<file path="config.mk">
export PLATFORM = sky130hd
export DESIGN_NAME = gfx_pattern_demo
export DESIGN_NICKNAME = d
export VERILOG_FILES = /design/src/common/gfx_pkg.sv /design/src/vga_timing.sv /design/src/framebuffer/fb_pattern_writer.sv /design/src/framebuffer/fb_bank.sv /design/src/framebuffer/fb_scanout.sv /design/src/gfx_pattern_demo.sv
export VERILOG_INCLUDE_DIRS = /design/src /design/src/common
export SDC_FILE = /design/constraint.sdc
export NUM_CORES = 2
export LEC_CHECK = 0
export ABC_AREA = 1
export BUFFER_PORTS_ARGS = -buffer_cell sky130_fd_sc_hd__buf_2
export CELL_PAD_IN_SITES_DETAIL_PLACEMENT = 1
export CELL_PAD_IN_SITES_GLOBAL_PLACEMENT = 1
export CORE_MARGIN = 10
export CORE_UTILIZATION = 37
export CTS_CLUSTER_SIZE = 40
export DETAILED_ROUTE_END_ITERATION = 16
export PLACE_DENSITY_LB_ADDON = 0.25
export SLEW_MARGIN = 20
export SYNTH_ARGS = -nofsm -noshare
export SYNTH_HDL_FRONTEND = slang
export SYNTH_SLANG_ARGS = --single-unit
</file>
<file path="constraint.sdc">
create_clock -name pixel_clk -period 12.9 [get_ports pixel_clk]
set_input_delay 0.645 -clock pixel_clk [delete_from_list [all_inputs] [get_ports pixel_clk]]
set_output_delay 0.645 -clock pixel_clk [all_outputs]
set_load 0.01 [all_outputs]
</file>
<file path="src/common/gfx_consts.svh">
// ========================================
// graphics demo constants for the reduced
// 16x8 video mode and banked framebuffer.
// ========================================
`ifndef GFX_CONSTS_SVH
`define GFX_CONSTS_SVH

`define GFX_COLOR_WIDTH 4

`define GFX_H_ACTIVE 16
`define GFX_H_FRONT 2
`define GFX_H_SYNC 3
`define GFX_H_BACK 3
`define GFX_H_TOTAL (`GFX_H_ACTIVE + `GFX_H_FRONT + `GFX_H_SYNC + `GFX_H_BACK)

`define GFX_V_ACTIVE 8
`define GFX_V_FRONT 1
`define GFX_V_SYNC 2
`define GFX_V_BACK 1
`define GFX_V_TOTAL (`GFX_V_ACTIVE + `GFX_V_FRONT + `GFX_V_SYNC + `GFX_V_BACK)

// banks interleave by x modulo the bank count.
`define GFX_NUM_BANKS 4
`define GFX_BANK_DEPTH 32
`define GFX_BANK_ADDR_WIDTH 5
`define GFX_X_WIDTH 5
`define GFX_Y_WIDTH 4

`endif

</file>
<file path="src/common/gfx_pkg.sv">
// ========================================
// graphics demo types: pixel word, pattern
// select and raster positions.
// ========================================
`include "gfx_consts.svh"

package gfx_pkg;

  // word stored in each bank.
  typedef struct packed {
    logic [`GFX_COLOR_WIDTH-1:0] red;
    logic [`GFX_COLOR_WIDTH-1:0] grn;
    logic [`GFX_COLOR_WIDTH-1:0] blu;
  } pixel_t;

  typedef enum logic [1:0] {
    pat_bars       = 2'd0,
    pat_checker    = 2'd1,
    pat_diagonal   = 2'd2,
    pat_solid_blue = 2'd3
  } pattern_t;

  typedef logic [`GFX_X_WIDTH-1:0] hpos_t;
  typedef logic [`GFX_Y_WIDTH-1:0] vpos_t;

endpackage

</file>
<file path="src/vga_timing.sv">
// ========================================
// vga timing generator, idle until the
// framebuffer holds a full frame.
// ========================================
`timescale 1ns/1ps
`include "gfx_consts.svh"

module vga_timing (
  input  logic           pixel_clk,
  input  logic           rst_n,
  input  logic           frame_ready,
  output gfx_pkg::hpos_t hpos,
  output gfx_pkg::vpos_t vpos,
  output logic           active,
  output logic           hsync_raw,
  output logic           vsync_raw
);
  import gfx_pkg::*;

  localparam int H_SYNC_START = `GFX_H_ACTIVE + `GFX_H_FRONT;
  localparam int H_SYNC_END   = H_SYNC_START + `GFX_H_SYNC;
  localparam int V_SYNC_START = `GFX_V_ACTIVE + `GFX_V_FRONT;
  localparam int V_SYNC_END   = V_SYNC_START + `GFX_V_SYNC;

  hpos_t hcnt;
  vpos_t vcnt;
  logic  h_last;
  logic  v_last;

  assign h_last = (hcnt == hpos_t'(`GFX_H_TOTAL - 1));
  assign v_last = (vcnt == vpos_t'(`GFX_V_TOTAL - 1));

  always_ff @(posedge pixel_clk) begin
    if (!rst_n) begin
      hcnt <= '0;
      vcnt <= '0;
    end else if (frame_ready) begin
      if (h_last) begin
        hcnt <= '0;
        vcnt <= v_last ? '0 : vcnt + 1'b1; // wrap at frame end.
      end else begin
        hcnt <= hcnt + 1'b1;
      end
    end
  end

  assign hpos = hcnt;
  assign vpos = vcnt;

  // counters sit at zero while idle, so gate the decode.
  assign active = frame_ready && (hcnt < `GFX_H_ACTIVE) && (vcnt < `GFX_V_ACTIVE);

  assign hsync_raw = !(frame_ready && (hcnt >= H_SYNC_START) && (hcnt < H_SYNC_END));
  assign vsync_raw = !(frame_ready && (vcnt >= V_SYNC_START) && (vcnt < V_SYNC_END));

endmodule

</file>
<file path="src/framebuffer/fb_pattern_writer.sv">
// ========================================
// pattern writer, fills the framebuffer
// banks in raster order, one pixel a cycle.
// ========================================
`timescale 1ns/1ps
`include "gfx_consts.svh"

module fb_pattern_writer (
  input  logic                            pixel_clk,
  input  logic                            rst_n,
  input  gfx_pkg::pattern_t               pattern_sel,
  input  logic                            continuous_write,
  output logic [`GFX_NUM_BANKS-1:0]       wr_en,
  output logic [`GFX_BANK_ADDR_WIDTH-1:0] wr_addr,
  output gfx_pkg::pixel_t                 wr_pixel,
  output logic                            frame_ready
);
  import gfx_pkg::*;

  localparam int BANK_BITS     = $clog2(`GFX_NUM_BANKS);
  localparam int COLS_PER_BANK = `GFX_H_ACTIVE / `GFX_NUM_BANKS;

  hpos_t                 x;
  vpos_t                 y;
  logic                  writing;
  logic                  last_pixel;
  logic [BANK_BITS-1:0]  bank;
  logic                  checker_on;

  assign last_pixel = (x == hpos_t'(`GFX_H_ACTIVE - 1)) && (y == vpos_t'(`GFX_V_ACTIVE - 1));

  always_ff @(posedge pixel_clk) begin
    if (!rst_n) begin
      x           <= '0;
      y           <= '0;
      writing     <= 1'b1;
      frame_ready <= 1'b0;
    end else if (writing) begin
      if (x == hpos_t'(`GFX_H_ACTIVE - 1)) begin
        x <= '0;
        y <= last_pixel ? '0 : y + 1'b1;
      end else begin
        x <= x + 1'b1;
      end
      if (last_pixel) begin
        frame_ready <= 1'b1; // sticky until reset.
        writing     <= continuous_write; // go idle after a full pass.
      end
    end else if (continuous_write) begin
      writing <= 1'b1; // resume at pixel 0.
    end
  end

  // bank is x mod banks, address is y * cols + x / banks.
  assign bank    = x[BANK_BITS-1:0];
  assign wr_addr = `GFX_BANK_ADDR_WIDTH'(y * COLS_PER_BANK + (x >> BANK_BITS));

  always_comb begin
    wr_en       = '0;
    wr_en[bank] = writing;
  end

  assign checker_on = x[1] ^ y[1];

  always_comb begin
    case (pattern_sel)
      pat_bars: begin
        wr_pixel.red = `GFX_COLOR_WIDTH'(x);
        wr_pixel.grn = `GFX_COLOR_WIDTH'(y << 1);
        wr_pixel.blu = '0;
      end
      pat_checker: begin
        wr_pixel.red = {`GFX_COLOR_WIDTH{checker_on}};
        wr_pixel.grn = {`GFX_COLOR_WIDTH{checker_on}};
        wr_pixel.blu = {`GFX_COLOR_WIDTH{checker_on}};
      end
      pat_diagonal: begin
        wr_pixel.red = `GFX_COLOR_WIDTH'(x + y); // mod 16 by truncation.
        wr_pixel.grn = `GFX_COLOR_WIDTH'(x + y);
        wr_pixel.blu = `GFX_COLOR_WIDTH'(x + y);
      end
      default: begin
        wr_pixel.red = '0;
        wr_pixel.grn = '0;
        wr_pixel.blu = '1;
      end
    endcase
  end

endmodule

</file>
<file path="src/framebuffer/fb_bank.sv">
// ========================================
// framebuffer bank, one pixel column set,
// registered read with old-data semantics.
// ========================================
`timescale 1ns/1ps
`include "gfx_consts.svh"

module fb_bank (
  input  logic                            pixel_clk,
  input  logic                            wr_en,
  input  logic [`GFX_BANK_ADDR_WIDTH-1:0] wr_addr,
  input  gfx_pkg::pixel_t                 wr_pixel,
  input  logic                            rd_en,
  input  logic [`GFX_BANK_ADDR_WIDTH-1:0] rd_addr,
  output gfx_pkg::pixel_t                 rd_pixel,
  output logic                            collision
);
  import gfx_pkg::*;

  pixel_t mem [`GFX_BANK_DEPTH];

  always_ff @(posedge pixel_clk) begin
    if (wr_en) begin
      mem[wr_addr] <= wr_pixel;
    end
  end

  // read sees the word from before a same-cycle write.
  always_ff @(posedge pixel_clk) begin
    if (rd_en) begin
      rd_pixel <= mem[rd_addr];
    end
  end

  // flags the read that lines up with rd_pixel.
  always_ff @(posedge pixel_clk) begin
    collision <= rd_en && wr_en && (rd_addr == wr_addr);
  end

endmodule

</file>
<file path="src/framebuffer/fb_scanout.sv">
// ========================================
// scanout, reads the banks in raster order
// and drives aligned, blanked vga outputs.
// ========================================
`timescale 1ns/1ps
`include "gfx_consts.svh"

module fb_scanout (
  input  logic                            pixel_clk,
  input  logic                            rst_n,
  input  gfx_pkg::hpos_t                  hpos,
  input  gfx_pkg::vpos_t                  vpos,
  input  logic                            active,
  input  logic                            hsync_raw,
  input  logic                            vsync_raw,
  output logic                            rd_en,
  output logic [`GFX_BANK_ADDR_WIDTH-1:0] rd_addr,
  input  gfx_pkg::pixel_t                 bank_pixel [`GFX_NUM_BANKS],
  input  logic [`GFX_NUM_BANKS-1:0]       bank_collision,
  output logic [`GFX_COLOR_WIDTH-1:0]     vga_red,
  output logic [`GFX_COLOR_WIDTH-1:0]     vga_grn,
  output logic [`GFX_COLOR_WIDTH-1:0]     vga_blu,
  output logic                            vga_hsync,
  output logic                            vga_vsync,
  output logic                            vga_de,
  output logic                            vga_error,
  output logic [15:0]                     error_cnt
);
  import gfx_pkg::*;

  localparam int BANK_BITS     = $clog2(`GFX_NUM_BANKS);
  localparam int COLS_PER_BANK = `GFX_H_ACTIVE / `GFX_NUM_BANKS;

  logic [BANK_BITS-1:0] bank_d1;
  logic                 active_d1;
  logic                 hsync_d1;
  logic                 vsync_d1;
  pixel_t               sel_pixel;

  // same mapping the writer uses.
  assign rd_en   = active;
  assign rd_addr = `GFX_BANK_ADDR_WIDTH'(vpos * COLS_PER_BANK + (hpos >> BANK_BITS));

  // stage 1, matches the bank read latency.
  always_ff @(posedge pixel_clk) begin
    bank_d1 <= hpos[BANK_BITS-1:0];
    if (!rst_n) begin
      active_d1 <= 1'b0;
      hsync_d1  <= 1'b1;
      vsync_d1  <= 1'b1;
    end else begin
      active_d1 <= active;
      hsync_d1  <= hsync_raw;
      vsync_d1  <= vsync_raw;
    end
  end

  assign sel_pixel = bank_pixel[bank_d1];

  // stage 2, output registers.
  always_ff @(posedge pixel_clk) begin
    if (!rst_n) begin
      vga_red   <= '0;
      vga_grn   <= '0;
      vga_blu   <= '0;
      vga_hsync <= 1'b1;
      vga_vsync <= 1'b1;
      vga_de    <= 1'b0;
      vga_error <= 1'b0;
    end else begin
      vga_red   <= active_d1 ? sel_pixel.red : '0; // blank outside active.
      vga_grn   <= active_d1 ? sel_pixel.grn : '0;
      vga_blu   <= active_d1 ? sel_pixel.blu : '0;
      vga_hsync <= hsync_d1;
      vga_vsync <= vsync_d1;
      vga_de    <= active_d1;
      vga_error <= active_d1 && bank_collision[bank_d1];
    end
  end

  always_ff @(posedge pixel_clk) begin
    if (!rst_n) begin
      error_cnt <= '0;
    end else if (vga_error) begin
      error_cnt <= error_cnt + 1'b1; // wraps at 16 bits.
    end
  end

endmodule

</file>
<file path="src/gfx_pattern_demo.sv">
// ========================================
// pattern demo top: writer, banked
// framebuffer, timing and scanout.
// ========================================
`timescale 1ns/1ps
`include "gfx_consts.svh"

module gfx_pattern_demo (
  input  logic                        pixel_clk,
  input  logic                        rst_n,
  input  gfx_pkg::pattern_t           pattern_sel,
  input  logic                        continuous_write,
  output logic [`GFX_COLOR_WIDTH-1:0] vga_red,
  output logic [`GFX_COLOR_WIDTH-1:0] vga_grn,
  output logic [`GFX_COLOR_WIDTH-1:0] vga_blu,
  output logic                        vga_hsync,
  output logic                        vga_vsync,
  output logic                        vga_de,
  output logic                        vga_error,
  output logic [15:0]                 error_cnt
);
  import gfx_pkg::*;

  logic [`GFX_NUM_BANKS-1:0]       wr_en;
  logic [`GFX_BANK_ADDR_WIDTH-1:0] wr_addr;
  pixel_t                          wr_pixel;
  logic                            frame_ready;
  logic                            rd_en;
  logic [`GFX_BANK_ADDR_WIDTH-1:0] rd_addr;
  pixel_t                          bank_pixel [`GFX_NUM_BANKS];
  logic [`GFX_NUM_BANKS-1:0]       bank_collision;
  hpos_t                           hpos;
  vpos_t                           vpos;
  logic                            active;
  logic                            hsync_raw;
  logic                            vsync_raw;

  fb_pattern_writer u_writer (
    .pixel_clk       (pixel_clk),
    .rst_n           (rst_n),
    .pattern_sel     (pattern_sel),
    .continuous_write(continuous_write),
    .wr_en           (wr_en),
    .wr_addr         (wr_addr),
    .wr_pixel        (wr_pixel),
    .frame_ready     (frame_ready)
  );

  // one bank per column modulo the bank count.
  for (genvar i = 0; i < `GFX_NUM_BANKS; i++) begin : g_bank
    fb_bank u_bank (
      .pixel_clk(pixel_clk),
      .wr_en    (wr_en[i]),
      .wr_addr  (wr_addr),
      .wr_pixel (wr_pixel),
      .rd_en    (rd_en),
      .rd_addr  (rd_addr),
      .rd_pixel (bank_pixel[i]),
      .collision(bank_collision[i])
    );
  end

  vga_timing u_timing (
    .pixel_clk  (pixel_clk),
    .rst_n      (rst_n),
    .frame_ready(frame_ready),
    .hpos       (hpos),
    .vpos       (vpos),
    .active     (active),
    .hsync_raw  (hsync_raw),
    .vsync_raw  (vsync_raw)
  );

  fb_scanout u_scanout (
    .pixel_clk     (pixel_clk),
    .rst_n         (rst_n),
    .hpos          (hpos),
    .vpos          (vpos),
    .active        (active),
    .hsync_raw     (hsync_raw),
    .vsync_raw     (vsync_raw),
    .rd_en         (rd_en),
    .rd_addr       (rd_addr),
    .bank_pixel    (bank_pixel),
    .bank_collision(bank_collision),
    .vga_red       (vga_red),
    .vga_grn       (vga_grn),
    .vga_blu       (vga_blu),
    .vga_hsync     (vga_hsync),
    .vga_vsync     (vga_vsync),
    .vga_de        (vga_de),
    .vga_error     (vga_error),
    .error_cnt     (error_cnt)
  );

endmodule

</file>
==> implementation parameters <==
Parameter                              Value

Clock network
  TritonCTS clock tree    yes
  Source-to-sink clock delay at the later pin of the worst-skew pair    0.84 ns
  Number of buffers added to fix hold violations after cts    1
  # clock sinks    roughly 1600
  Number of buffers on the longest clock path    3
  Deepest level of the CTS H-tree    4
  Clock transition at the register clock pins on the worst setup and hold paths after CTS    0.06 ns
  Root buffer selected by CTS    clkbuf_16
  Cts bufs inserted    between 150 and 200
  # resized after CTS    0
  Setup bufs post-CTS    0

Worst setup path
  Critical register-to-register path startpoint    u_timing.hpos[2]
  Most Frequent Cell on Critical Path    nand2_1
  Cell with the largest stage delay on the worst path    buf_4
  Type of destination of the critical path    register
  Arrival time at the worst endpoint    just over 5 ns
  Critical path required time    13.55 ns
  Max Fanout on Critical Path    ~210
  WS Path Type    reg2reg
  Crit path cell chain    inv_8, buf_12, buf_4, nand2_1, nand3_1, nand3_1, nand2_1, nand2_1, nand2_1, nand2_1, nand2_1
  Maximum single-stage delay on the critical path    0.85 ns
  Cell type group with the largest total delay on the critical path    buffers and inverters
  Setup crit start kind    register
  CP startpoint    u_timing.hpos[2]
  Worst path bufs/invs    3

Global route
  First-pass GRT wire length    306000 um
  Antenna violations before repair    5
  GRT Residual Overflow    0
  Met3 Track Usage GR    between 2 and 3%
  Via count of the first global-routing pass    45751
  Maximum number of pins on one net before global-route repair    209
  Global routing usage summed across all routing layers    between 20% and 30%
  Met2 Use GR    between 30 and 40%
  Gr busiest metal    met2
  Global-route met1 utilization    28.0%

Placed design
  RD Place Congestion    0.788
  Cell Area, Placed    0.0697 mm^2
  Placed wire-length estimate after detailed placement    114000 um
  Port buffer count    36

Timing
  Final setup vio count    0
  Max transition margin    a little over a fifth
  Actual transition at the worst max-transition pin    1.18 ns
  Setup TNS    0 ns
  Number of hold violations in the final report    0
  Final cycle utilization of the critical path    between 30% and 40%
  Final Critical Period    around 4.4 ns
  Worst clock skew    between 0.03 and 0.04 ns
  Total count of max-transition violations in the final report    0
  Unrepaired setup endpoints after global routing    no
  Maximum frequency from static timing analysis    225 MHz
  Worst hold slack    0.237 ns

Yosys
  Largest area contributor in the synthesized netlist    edfxtp_1
  Count of flip-flops with a built-in enable after synthesis    1584
  Area share of the largest cell type after synthesis    between 70% and 80%
  Syn_nets    approximately 5900
  Largest cells by area after synthesis    edfxtp_1 71%, nand2_1 13%, nand3_1 8.7%, dfxtp_1 1.8%, buf_2 1.3%
  Post-Syn Area    0.0670 mm^2
  Post-synthesis instance total    5854
  Asr flop ratio synth    0%
  Most frequently used flop master after synthesis    edfxtp_1
  Number of storage elements in the synthesis netlist    ~1600
  Synth cell types    33
  Avg Cell Area, Syn    11.5 um^2
  Yosys warning count    0
  Sequential-to-total area share from yosys stat    72.8%

Floorplan
  Die boundary height    ~450 um
  Core area    0.181 mm^2
  Starting density of the core    37.1%
  Die boundary width    446 um
  Total Die Area    0.199 mm^2
  Number of cell rows    156
  Num ports    37

Power
  Maximum VDD drop    roughly 0.12 mV
  Combinational power share    2.3%
  Power density over cell area    147 mW/mm^2
  Switching share of total power    21.9%
  Psw    0.00243 W
  Post-layout power    0.0111 W
  Internal Pwr Total    0.00868 W
  Static leakage    27.3 nW
  Sequential group share of total power    a little over half
  Share of total power in the clock network    44.4%

Final layout
  Area of the multi-input gates    roughly 0.016 mm^2
  Layout area overhead    12.5%
  NumNets Final    5887
  Final non-filler cell area    0.0754 mm^2
  Ratio of cells with drive above 1 in the final layout    8.13%
  Filler cell count in the final layout    19207
  Most frequent cells in the layout    2248 x nand2_1, 1584 x edfxtp_1, 1165 x nand3_1, 180 x clkbuf_16, 170 x nor2_1
  Register cell area after layout    0.0488 mm^2
  Most common library cell in the layout ignoring fill and taps    nand2_1

Run
  Max Cap Violations    0

Routing
  Total DRC errors in the routed layout    0
  Router iterations before antenna repair    5
  Antenna-violating nets left    0
  Avg Vias per Cell    5.33
  Total via count in the routed design    between 40000 and 50000
  Final wirelength    between 200000 and 250000 um
  Number of DRC markers in iteration 0    3873
  Wire per inst    24.4 um

Hold path
  HP Start    rst_n
  Worst min path class    in2reg

Outcome
  Run status    finished, final reports clean
## power groups by stage
stage               Sequential (W)  Clock, W  Combinational, W
finish                     0.00592   0.00494          0.000255
global route               0.00592   0.00527          0.000278
CTS                        0.00592   0.00503          0.000255
detailed placement         0.00603         0          0.000254
global placement           0.00603         0          0.000245
floorplan                  0.00606         0          0.000116
## metrics by stage
stage	utilization (%)	setup slack [ns]	std cells
2_1_floorplan	-	2.96	5854
3_3_place_gp	38.6	8.57	8049
3_5_place_dp	38.6	8.51	8049
4_1_cts	41.7	8.52	8382
5_1_grt	41.8	8.20	8385
6_report	41.8	8.46	8385
## logic make-up (layout without fill, tap and decap cells)
kind of cell / Yosys count / in the layout / synth area share (%)
AND/OR/NAND/NOR: 3669 / 3669 / 22.9
flip-flops: 1645 / 1645 / 72.8
buffers and inverters: 417 / 577 / 3.17
AO/OA/AOI/OAI: 94 / 94 / 0.726
adder cells (fa/ha/maj): 18 / 18 / 0.347
XOR/XNOR: 11 / 11 / 0.144
other: 0 / 1 / 0
## registers in the layout (all words and copies together) (netlist names)
signal / flops
g_bank.u_bank.mem: 1536
g_bank.u_bank.rd_pixel: 48
u_scanout.error_cnt: 16
u_timing.hpos: 5
u_writer.x: 5
g_bank.u_bank.collision: 4
u_scanout.vga_blu: 4
u_scanout.vga_grn: 4
u_scanout.vga_red: 4
u_timing.vpos: 4
u_writer.y: 4
u_scanout.bank_d1: 2
u_scanout.active_d1: 1
u_scanout.hsync_d1: 1
u_scanout.vga_de: 1
u_scanout.vga_error: 1
u_scanout.vga_hsync: 1
u_scanout.vga_vsync: 1
u_scanout.vsync_d1: 1
u_writer.frame_ready: 1
u_writer.writing: 1
## cell type report
cell class,count,share of cell area [%]
antenna,1,0.00332
clock buffer,229,6.22
clock inverter,103,1.21
inverter,60,0.327
multi-input combinational,3792,21.7
sequential,1645,64.7
tap,2370,3.93
timing repair buffer,185,1.88
## synthesized netlist by cell type, types with 26 or more instances
| master | number |
|---|---|
| buf_6 | 26 |
| nand2_1 | 2251 |
| nand3_1 | 1166 |
| buf_2 | 177 |
| edfxtp_1 | 1584 |
| nor2_1 | 211 |
| inv_1 | 55 |
| clkbuf_1 | 91 |
| a21oi_1 | 40 |
| o21ai_0 | 41 |
| buf_4 | 37 |
| dfxtp_1 | 61 |
## layer usage
layer | up-vias | part of all wire [%]
met5 | - | 0
met4 | 0 | 2.6
met3 | 290 | 4.4
met2 | 1019 | 48
met1 | 23068 | 45
li1 | 20321 | -
## final timing paths
check	to	slack [ns]	cells after the start
min	u_writer.writing	0.24	2
min reg2reg	u_scanout.vga_vsync	0.42	1
max reg2reg	g_bank[0].u_bank.rd_pixel[1]	8.46	11
max	g_bank[0].u_bank.rd_pixel[1]	8.46	11
No activity file was read; power rests on OpenSTA's default activity.
